[config.mk]
export PLATFORM = sky130hd
export DESIGN_NAME = fpu_cmp_top
export DESIGN_NICKNAME = d
export VERILOG_FILES = /design/src/hdl/fpu_cmp_pkg.sv /design/src/hdl/fpu_cmp_collect.sv /design/src/hdl/fpu_cmp_regs.sv /design/src/hdl/fpu_cmp_top.sv /design/src/hdl/fpu_compare.sv /design/src/hdl/fpu_unpack.sv
export VERILOG_INCLUDE_DIRS = /design/src /design/src/hdl
export SDC_FILE = /design/constraint.sdc
export NUM_CORES = 1
export LEC_CHECK = 0
export BUFFER_PORTS_ARGS = -buffer_cell sky130_fd_sc_hd__buf_4
export CAP_MARGIN = 0
export CORE_MARGIN = 8
export CORE_UTILIZATION = 45
export DETAILED_ROUTE_END_ITERATION = 16
export PLACE_DENSITY_LB_ADDON = 0.3
export SETUP_SLACK_MARGIN = 0.15
export SYNTH_ARGS = -nofsm -noshare
export SYNTH_HDL_FRONTEND = slang
export SYNTH_HIERARCHICAL = 1
export SYNTH_SLANG_ARGS = --single-unit
[constraint.sdc]
create_clock -name clk_i -period 4.4 [get_ports clk_i]
set_input_delay 0.44 -clock clk_i [delete_from_list [all_inputs] [get_ports clk_i]]
set_output_delay 0.44 -clock clk_i [all_outputs]
set_load 0.005 [all_outputs]
[src/hdl/fpu_cmp_config.svh]
`ifndef FPU_CMP_CONFIG_SVH
`define FPU_CMP_CONFIG_SVH

// Parallel compare lanes.
`define FPU_CMP_LANES 4

// Signed unbiased exponent, one bit wider than the binary32 field.
`define FPU_CMP_EXP_W 9

// Stored fraction bits of binary32.
`define FPU_CMP_SIG_W 23

`define FPU_CMP_ADDR_W 6

// Operand words, one per lane.
`define FPU_CMP_A_BASE 'h00
`define FPU_CMP_B_BASE 'h10

`define FPU_CMP_CTRL   'h20
`define FPU_CMP_STATUS 'h24
`define FPU_CMP_RESULT 'h28

`endif

[src/hdl/fpu_cmp_pkg.sv]
`default_nettype none
`include "fpu_cmp_config.svh"

package fpu_cmp_pkg;

  typedef struct packed {
    logic                             sign;
    logic signed [`FPU_CMP_EXP_W-1:0] exponent;
    logic [`FPU_CMP_SIG_W-1:0]        fraction;
    logic                             is_zero;
    logic                             is_inf;
    logic                             is_nan;
  } fp_operand_t;

  typedef struct packed {
    fp_operand_t a;
    fp_operand_t b;
    logic        signaling;
  } fp_pair_t;

  // Field order matches one RESULT nibble.
  typedef struct packed {
    logic lt;
    logic eq;
    logic unordered;
    logic invalid;
  } cmp_flags_t;

  typedef struct packed {
    logic                            start;
    logic                            signaling;
    logic [`FPU_CMP_LANES-1:0][31:0] a_words;
    logic [`FPU_CMP_LANES-1:0][31:0] b_words;
  } cmp_req_t;

endpackage

`default_nettype wire

[src/hdl/fpu_cmp_collect.sv]
`default_nettype none
`include "fpu_cmp_config.svh"

module fpu_cmp_collect (
  input  logic                                       clk_i,
  input  logic                                       rst_n_i,
  input  logic                                       start_i,
  input  logic                                       lane_valid_i,
  input  fpu_cmp_pkg::cmp_flags_t [`FPU_CMP_LANES-1:0] lane_flags_i,
  input  logic                                       clear_sticky_i,
  output logic [4*`FPU_CMP_LANES-1:0]                result_o,
  output logic                                       done_o,
  output logic                                       sticky_o
);

  logic accept;
  logic any_invalid;

  assign accept = lane_valid_i && !start_i; // A restart drops the older run.

  always_comb begin
    any_invalid = 1'b0;
    for (int i = 0; i < `FPU_CMP_LANES; i++) begin
      any_invalid = any_invalid | lane_flags_i[i].invalid;
    end
  end

  always_ff @(posedge clk_i) begin
    if (!rst_n_i) begin
      result_o <= '0;
      done_o   <= 1'b0;
      sticky_o <= 1'b0;
    end else begin
      if (start_i) begin
        done_o <= 1'b0;
      end else if (lane_valid_i) begin
        done_o <= 1'b1;
      end
      if (accept) begin
        result_o <= lane_flags_i; // Lane i in nibble i.
      end
      sticky_o <= (sticky_o && !clear_sticky_i) || (accept && any_invalid);
    end
  end

endmodule

`default_nettype wire

[src/hdl/fpu_cmp_regs.sv]
`default_nettype none
`include "fpu_cmp_config.svh"

module fpu_cmp_regs (
  input  logic                        clk_i,
  input  logic                        rst_n_i,
  input  logic [`FPU_CMP_ADDR_W-1:0]  s_awaddr_i,
  input  logic                        s_awvalid_i,
  output logic                        s_awready_o,
  input  logic [31:0]                 s_wdata_i,
  input  logic [3:0]                  s_wstrb_i,
  input  logic                        s_wvalid_i,
  output logic                        s_wready_o,
  output logic [1:0]                  s_bresp_o,
  output logic                        s_bvalid_o,
  input  logic                        s_bready_i,
  input  logic [`FPU_CMP_ADDR_W-1:0]  s_araddr_i,
  input  logic                        s_arvalid_i,
  output logic                        s_arready_o,
  output logic [31:0]                 s_rdata_o,
  output logic [1:0]                  s_rresp_o,
  output logic                        s_rvalid_o,
  input  logic                        s_rready_i,
  output fpu_cmp_pkg::cmp_req_t       req_o,
  input  logic [4*`FPU_CMP_LANES-1:0] result_i,
  input  logic                        done_i,
  input  logic                        sticky_i,
  output logic                        clear_sticky_o
);

  typedef logic [`FPU_CMP_ADDR_W-1:0] addr_t;

  logic [`FPU_CMP_LANES-1:0][31:0] a_q;
  logic [`FPU_CMP_LANES-1:0][31:0] b_q;
  logic                            start_q;
  logic                            signaling_q;
  logic                            clear_q;
  logic                            bvalid_q;
  logic                            rvalid_q;
  logic [31:0]                     rdata_q;
  logic [31:0]                     rd_word;
  logic                            wr_en;
  logic                            rd_en;
  addr_t                           waddr;
  addr_t                           raddr;

  function automatic logic [31:0] merge_strb(input logic [31:0] old_w,
                                             input logic [31:0] new_w,
                                             input logic [3:0]  strb);
    logic [31:0] res;
    res = old_w;
    for (int k = 0; k < 4; k++) begin
      if (strb[k]) begin
        res[8*k +: 8] = new_w[8*k +: 8];
      end
    end
    return res;
  endfunction

  assign waddr = {s_awaddr_i[`FPU_CMP_ADDR_W-1:2], 2'b00};
  assign raddr = {s_araddr_i[`FPU_CMP_ADDR_W-1:2], 2'b00};

  // AW and W are taken together, one write in flight.
  assign wr_en       = s_awvalid_i && s_wvalid_i && !bvalid_q;
  assign s_awready_o = wr_en;
  assign s_wready_o  = wr_en;
  assign rd_en       = s_arvalid_i && !rvalid_q;
  assign s_arready_o = !rvalid_q;

  always_ff @(posedge clk_i) begin
    if (!rst_n_i) begin
      start_q     <= 1'b0;
      signaling_q <= 1'b0;
      clear_q     <= 1'b0;
      bvalid_q    <= 1'b0;
    end else begin
      start_q <= 1'b0;
      clear_q <= 1'b0;
      if (wr_en) begin
        bvalid_q <= 1'b1;
        if (waddr == addr_t'(`FPU_CMP_CTRL) && s_wstrb_i[0]) begin
          start_q     <= s_wdata_i[0];
          signaling_q <= s_wdata_i[1];
        end
        if (waddr == addr_t'(`FPU_CMP_STATUS) && s_wstrb_i[0]) begin
          clear_q <= s_wdata_i[1]; // Write one to clear.
        end
      end else if (s_bready_i) begin
        bvalid_q <= 1'b0;
      end
    end
  end

  always_ff @(posedge clk_i) begin
    if (wr_en) begin
      for (int i = 0; i < `FPU_CMP_LANES; i++) begin
        if (waddr == addr_t'(`FPU_CMP_A_BASE + 4 * i)) begin
          a_q[i] <= merge_strb(a_q[i], s_wdata_i, s_wstrb_i);
        end
        if (waddr == addr_t'(`FPU_CMP_B_BASE + 4 * i)) begin
          b_q[i] <= merge_strb(b_q[i], s_wdata_i, s_wstrb_i);
        end
      end
    end
  end

  always_comb begin
    rd_word = '0; // Unmapped reads return zero.
    for (int i = 0; i < `FPU_CMP_LANES; i++) begin
      if (raddr == addr_t'(`FPU_CMP_A_BASE + 4 * i)) begin
        rd_word = a_q[i];
      end
      if (raddr == addr_t'(`FPU_CMP_B_BASE + 4 * i)) begin
        rd_word = b_q[i];
      end
    end
    case (raddr)
      addr_t'(`FPU_CMP_CTRL):   rd_word = {30'b0, signaling_q, 1'b0};
      addr_t'(`FPU_CMP_STATUS): rd_word = {30'b0, sticky_i, done_i};
      addr_t'(`FPU_CMP_RESULT): rd_word[4*`FPU_CMP_LANES-1:0] = result_i;
      default: ;
    endcase
  end

  always_ff @(posedge clk_i) begin
    if (!rst_n_i) begin
      rvalid_q <= 1'b0;
    end else if (rd_en) begin
      rvalid_q <= 1'b1;
    end else if (s_rready_i) begin
      rvalid_q <= 1'b0;
    end
  end

  always_ff @(posedge clk_i) begin
    if (rd_en) begin
      rdata_q <= rd_word;
    end
  end

  assign s_bvalid_o     = bvalid_q;
  assign s_bresp_o      = 2'b00; // OKAY.
  assign s_rvalid_o     = rvalid_q;
  assign s_rdata_o      = rdata_q;
  assign s_rresp_o      = 2'b00;
  assign clear_sticky_o = clear_q;

  always_comb begin
    req_o.start     = start_q;
    req_o.signaling = signaling_q;
    req_o.a_words   = a_q;
    req_o.b_words   = b_q;
  end

endmodule

`default_nettype wire

[src/hdl/fpu_cmp_top.sv]
`default_nettype none
`include "fpu_cmp_config.svh"

module fpu_cmp_top (
  input  logic                       clk_i,
  input  logic                       rst_n_i,
  input  logic [`FPU_CMP_ADDR_W-1:0] s_awaddr_i,
  input  logic                       s_awvalid_i,
  output logic                       s_awready_o,
  input  logic [31:0]                s_wdata_i,
  input  logic [3:0]                 s_wstrb_i,
  input  logic                       s_wvalid_i,
  output logic                       s_wready_o,
  output logic [1:0]                 s_bresp_o,
  output logic                       s_bvalid_o,
  input  logic                       s_bready_i,
  input  logic [`FPU_CMP_ADDR_W-1:0] s_araddr_i,
  input  logic                       s_arvalid_i,
  output logic                       s_arready_o,
  output logic [31:0]                s_rdata_o,
  output logic [1:0]                 s_rresp_o,
  output logic                       s_rvalid_o,
  input  logic                       s_rready_i
);

  import fpu_cmp_pkg::*;

  cmp_req_t                          req;
  fp_pair_t [`FPU_CMP_LANES-1:0]     pairs;
  logic                              unpack_valid;
  cmp_flags_t [`FPU_CMP_LANES-1:0]   lane_flags;
  logic [`FPU_CMP_LANES-1:0]         lane_valid;
  logic [4*`FPU_CMP_LANES-1:0]       result;
  logic                              done;
  logic                              sticky;
  logic                              clear_sticky;

  fpu_cmp_regs u_regs (
    .clk_i          (clk_i),
    .rst_n_i        (rst_n_i),
    .s_awaddr_i     (s_awaddr_i),
    .s_awvalid_i    (s_awvalid_i),
    .s_awready_o    (s_awready_o),
    .s_wdata_i      (s_wdata_i),
    .s_wstrb_i      (s_wstrb_i),
    .s_wvalid_i     (s_wvalid_i),
    .s_wready_o     (s_wready_o),
    .s_bresp_o      (s_bresp_o),
    .s_bvalid_o     (s_bvalid_o),
    .s_bready_i     (s_bready_i),
    .s_araddr_i     (s_araddr_i),
    .s_arvalid_i    (s_arvalid_i),
    .s_arready_o    (s_arready_o),
    .s_rdata_o      (s_rdata_o),
    .s_rresp_o      (s_rresp_o),
    .s_rvalid_o     (s_rvalid_o),
    .s_rready_i     (s_rready_i),
    .req_o          (req),
    .result_i       (result),
    .done_i         (done),
    .sticky_i       (sticky),
    .clear_sticky_o (clear_sticky)
  );

  fpu_unpack u_unpack (
    .clk_i   (clk_i),
    .rst_n_i (rst_n_i),
    .req_i   (req),
    .pairs_o (pairs),
    .valid_o (unpack_valid)
  );

  for (genvar i = 0; i < `FPU_CMP_LANES; i++) begin : g_lane
    cmp_flags_t flags_d;
    cmp_flags_t flags_q;
    logic       valid_q;

    fpu_compare u_compare (
      .a_i         (pairs[i].a),
      .b_i         (pairs[i].b),
      .signaling_i (pairs[i].signaling),
      .flags_o     (flags_d)
    );

    always_ff @(posedge clk_i) begin
      flags_q <= flags_d;
    end

    always_ff @(posedge clk_i) begin
      if (!rst_n_i) begin
        valid_q <= 1'b0;
      end else begin
        valid_q <= unpack_valid && !req.start; // Killed by a restart.
      end
    end

    assign lane_flags[i] = flags_q;
    assign lane_valid[i] = valid_q;
  end

  fpu_cmp_collect u_collect (
    .clk_i          (clk_i),
    .rst_n_i        (rst_n_i),
    .start_i        (req.start),
    .lane_valid_i   (&lane_valid),
    .lane_flags_i   (lane_flags),
    .clear_sticky_i (clear_sticky),
    .result_o       (result),
    .done_o         (done),
    .sticky_o       (sticky)
  );

endmodule

`default_nettype wire

[src/hdl/fpu_compare.sv]
`default_nettype none
`include "fpu_cmp_config.svh"

module fpu_compare (
  input  fpu_cmp_pkg::fp_operand_t a_i,
  input  fpu_cmp_pkg::fp_operand_t b_i,
  input  logic                     signaling_i,
  output fpu_cmp_pkg::cmp_flags_t  flags_o
);

  logic a_snan;
  logic b_snan;
  logic exp_eq;
  logic exp_lt;
  logic frac_eq;
  logic frac_lt;
  logic mag_eq;
  logic mag_lt;
  logic unordered;
  logic ordered_eq;
  logic ordered_lt;

  // Quiet bit clear means signaling.
  assign a_snan = a_i.is_nan && !a_i.fraction[`FPU_CMP_SIG_W-1];
  assign b_snan = b_i.is_nan && !b_i.fraction[`FPU_CMP_SIG_W-1];

  assign exp_eq  = a_i.exponent == b_i.exponent;
  assign exp_lt  = $signed(a_i.exponent) < $signed(b_i.exponent);
  assign frac_eq = a_i.fraction == b_i.fraction;
  assign frac_lt = a_i.fraction < b_i.fraction;
  assign mag_eq  = exp_eq && frac_eq;
  assign mag_lt  = exp_lt || (exp_eq && frac_lt);

  assign unordered = a_i.is_nan || b_i.is_nan;

  always_comb begin
    ordered_eq = 1'b0;
    ordered_lt = 1'b0;
    if (a_i.is_zero && b_i.is_zero) begin
      ordered_eq = 1'b1; // Signs ignored.
    end else if (a_i.is_zero) begin
      ordered_lt = !b_i.sign;
    end else if (b_i.is_zero) begin
      ordered_lt = a_i.sign;
    end else if (a_i.sign != b_i.sign) begin
      ordered_lt = a_i.sign;
    end else if (a_i.is_inf && b_i.is_inf) begin
      ordered_eq = 1'b1;
    end else if (a_i.is_inf) begin
      ordered_lt = a_i.sign;
    end else if (b_i.is_inf) begin
      ordered_lt = !b_i.sign;
    end else if (mag_eq) begin
      ordered_eq = 1'b1;
    end else begin
      ordered_lt = mag_lt ^ a_i.sign; // Negatives order in reverse.
    end
  end

  always_comb begin
    flags_o.lt        = !unordered && ordered_lt;
    flags_o.eq        = !unordered && ordered_eq;
    flags_o.unordered = unordered;
    flags_o.invalid   = a_snan || b_snan || (signaling_i && unordered);
  end

endmodule

`default_nettype wire

[src/hdl/fpu_unpack.sv]
`default_nettype none
`include "fpu_cmp_config.svh"

module fpu_unpack (
  input  logic                                      clk_i,
  input  logic                                      rst_n_i,
  input  fpu_cmp_pkg::cmp_req_t                     req_i,
  output fpu_cmp_pkg::fp_pair_t [`FPU_CMP_LANES-1:0] pairs_o,
  output logic                                      valid_o
);

  import fpu_cmp_pkg::*;

  localparam int unsigned sig_w = `FPU_CMP_SIG_W;
  localparam int unsigned exp_w = `FPU_CMP_EXP_W;
  localparam int unsigned bias  = 127;

  function automatic fp_operand_t decode(input logic [31:0] word);
    fp_operand_t op;
    logic [7:0]  field;
    logic        frac_zero;
    field     = word[30:sig_w];
    frac_zero = word[sig_w-1:0] == '0;
    op.sign     = word[31];
    op.fraction = word[sig_w-1:0]; // No hidden bit.
    // Field 0 lands on -127, below every normal exponent.
    op.exponent = exp_w'({1'b0, field}) - exp_w'(bias);
    op.is_zero  = (field == 8'h00) && frac_zero;
    op.is_inf   = (field == 8'hff) && frac_zero;
    op.is_nan   = (field == 8'hff) && !frac_zero;
    return op;
  endfunction

  always_ff @(posedge clk_i) begin
    if (req_i.start) begin
      for (int i = 0; i < `FPU_CMP_LANES; i++) begin
        pairs_o[i].a         <= decode(req_i.a_words[i]);
        pairs_o[i].b         <= decode(req_i.b_words[i]);
        pairs_o[i].signaling <= req_i.signaling;
      end
    end
  end

  always_ff @(posedge clk_i) begin
    if (!rst_n_i) begin
      valid_o <= 1'b0;
    end else begin
      valid_o <= req_i.start; // One cycle after start.
    end
  end

endmodule

`default_nettype wire

==> impl_metrics.csv <==
group,metric,value,unit
floorplanning,die_h,261.7,um
place,post-dp-hpwl,53240,um
sta,final_hold_viol_count,0,
min_path,whs_path_depth,2,
critical_path,required,4.75,ns
sta,clock.fmax,0.4145,GHz
layout,nFillCells,5074,
routing,wl_met3,5829,um
critical_path,cp_data_arrival_time,2.76,ns
floorplanning,ios,96,
grt,gr-usage-all-layers,0.2113,
layout,final_cells,2917,
routing,viasPerCell,5.838,
place,place_ws,1.515,ns
clock_network,cts_made_buffers,67,
critical_path,cp-end-kind,"register",
critical_path,crit_cells,5,
layout,area_delta_synth_final,12.96,%
yosys,synth-warning-count,6,
sta,setup_violations,0,
routing,drt-total-wl,72660,um
layout,final_net_count,2283,
grt,grt_max_degree,130,
routing,wl_met2,33470,um
yosys,synth_area,27170,um2
sta,maxSlewViolCount,0,
grt,antenna_found_initial,2,
clock_network,ctsHoldBuffers,0,
sta,worst_slack,1.988,ns
yosys,synth_edf_count,577,
critical_path,reg2reg_depth,8,
routing,drc,0,
yosys,ys_seq_elements,618,
routing,drtIter0Drc,1686,
layout,diodes,0,
yosys,synth.distinct_cells,67,
layout,stdcell_area,30700,um2
grt,grt_overflow_total,0,
sta,fin_setup_tns,0,ns
layout,layout.area.seq,18150,um2
sta,grt_setup_unrepaired,"false",
clock_network,clk_pin_slew,0.06,ns
routing,wl_met1,31510,um
clock_network,ctsHtreeMaxLevel,3,
sta,skew,0.01688,ns
yosys,ys_top_cells_by_area,"edfxtp_1, ha_1, dfxtp_1",
pwr,power_density,402.7,nW/um2
floorplanning,core_area,60020,um2
sta,tightest_slew,1.233,ns
sta,hold_ws,0.08093,ns
yosys,yosys.area.top_type_share,0.6376,
run,drv_cap,0,
floorplanning,initial_core_util,0.4528,
critical_path,crit_path_cell_trace,"buf_4, nand3b_1, a211oi_1, a211o_1, a21oi_1",
pwr,vdd_ir_drop_max,0.2868,mV
floorplanning,dieWidth,261.7,um
routing,dr_total_vias,17030,
critical_path,startpoint_type,"input pin",
layout,drive_gt1_frac,0.1105,
grt,grt_pass1_wl,106600,um
critical_path,critical_path_class,"input pin to register",
routing,ant_nets,0,
yosys,synthArstFlopShare,0,
place,place.gp.congestion,0.8775,
sta,fin_crit,2.412,ns
critical_path,cpPeakStageDelay,0.93,ns
pwr,power,12.36,mW
critical_path,worstPathMaxFanout,62,
clock_network,cts_setup_buffers,0,
run_status,outcome,"completed",
grt,grt_pass1_vias,16720,
routing,avgRoutedWirePerCell,24.91,um
yosys,seq_area_frac_synth,0.6678,
critical_path,slowest_stage,"nand3b_1",
critical_path,crit_buf_inv,1,
clock_network,clockBufferDepth,3,
yosys,synth_top_cell_by_area,"edfxtp_1",
place,io_buffers,87,
floorplanning,fp.dieArea,68510,um2
routing,routed.top_layer,"met5",
yosys,synthCells,1979,
min_path,hold_path_class,"input pin to register",
place,placedCellCount,2797,
routing,drt-pass1-iter-count,5,
yosys,ys.flop_type,"edfxtp_1",
clock_network,clk_latency,0.60,ns
sta,slew_headroom,0.1752,
floorplanning,rows,90,
layout,final_core_util,0.5114,
yosys,synth_area_per_cell,13.73,um2
clock_network,cts.sinks,618,
layout,multiInputGateArea,8019,um2
clock_network,cts-root-buf,"clkbuf_16",
sta,post-route-period-util,0.5483,
critical_path,crit_family,"simple AND/OR/NAND/NOR gates",
clock_network,cts_tree,"built",
pwr,total_leakage_power,11.02,nW
place,place_area,28540,um2
clock_network,cts_resized,0,
metal layers:
layer  vias up  track usage
met5         -            0
met4         4      0.05544
met3       118      0.04176
met2       721       0.3349
met1      8505       0.2967
li1       7682            -
cell families after synthesis:
logic type / after synthesis / share of synthesized area
flip-flops: 618 / 0.6678
AND/OR/NAND/NOR: 520 / 0.09977
AO/OA/AOI/OAI: 323 / 0.07813
buffers and inverters: 237 / 0.03780
adder cells (fa/ha/maj): 144 / 0.06630
multiplexers: 80 / 0.03200
XOR/XNOR: 56 / 0.01805
other: 1 / 0.0001380
cells in the final DEF, fill, tap and decap left out, drive strengths merged, types with 49 or more instances in the layout:
master  synthesis  routed
edfxtp        577     577
inv           175     179
a21oi         113     113
ha            144     144
nand4          52      52
buf            45      95
nor4           49      49
nor3           51      51
o21ai          50      50
nand2         118     118
clkbuf         17      84
mux2i          70      70
nor2          117     117
report_power, final:
part	internal (mW)	switching, mW
clock network	3.23	2.29
logic	0.141	0.254
registers	6.42	0.0315
flip-flops by register name (all words and copies together) (netlist names), 16 cells and up:
name	flops
u_collect/result_o	16
u_unpack/pairs_o	289
g_lane.flags_q	16
u_regs/req_o	256
u_regs/s_rdata_o	32
worst register-to-register path, cell delays in order, from the launching register on:
cell	delay (ns)
edfxtp_1	0.39
ha_1	0.31
nand4_1	0.24
a21oi_1	0.08
nor3_1	0.51
nor3b_1	0.17
o21ai_2	0.17
mux2i_1	0.26
o22ai_2	0.10
cell usage after synthesis (12+ instances only):
cell type	n
edfxtp_1	577
inv_1	175
ha_1	144
nand2_1	118
nor2_1	117
a21oi_1	113
mux2i_1	70
nand4_1	51
nor3_1	51
nor4_1	49
dfxtp_1	41
o21ai_0	38
xnor2_1	37
nand3_1	27
a211oi_1	26
o22ai_1	22
buf_4	21
buf_2	19
nor2b_1	19
xor2_1	19
or3_1	18
clkbuf_1	16
nand2b_1	15
a21o_1	14
a211o_1	12
final cells by class:
type | count | share of cell area
Timing Repair Buffer | 95 | 0.02405
Clock inverter | 36 | 0.01109
Tap cell | 782 | 0.03187
Sequential cell | 618 | 0.5913
Clock buffer | 84 | 0.05906
Inverter | 175 | 0.02140
Multi-Input combinational cell | 1127 | 0.2612
worst paths after layout:
path | slack (ns) | end | startpoint
setup / recovery | 1.99 | u_regs/s_rdata_o[31]$_SDFFCE_PP0P_ | s_araddr_i[2]
hold / removal | 0.08 | u_regs/s_rvalid_o$_SDFFE_PN0P_ | s_arvalid_i
setup reg to reg | 2.05 | g_lane[3].flags_q[3]$_DFF_P_ | u_unpack/pairs_o[264]$_DFFE_PP_
hold reg to reg | 0.42 | u_collect/sticky_o$_SDFF_PN0_ | u_regs/clear_sticky_o$_SDFF_PN0_
No activity file was read; power rests on OpenSTA's default activity.
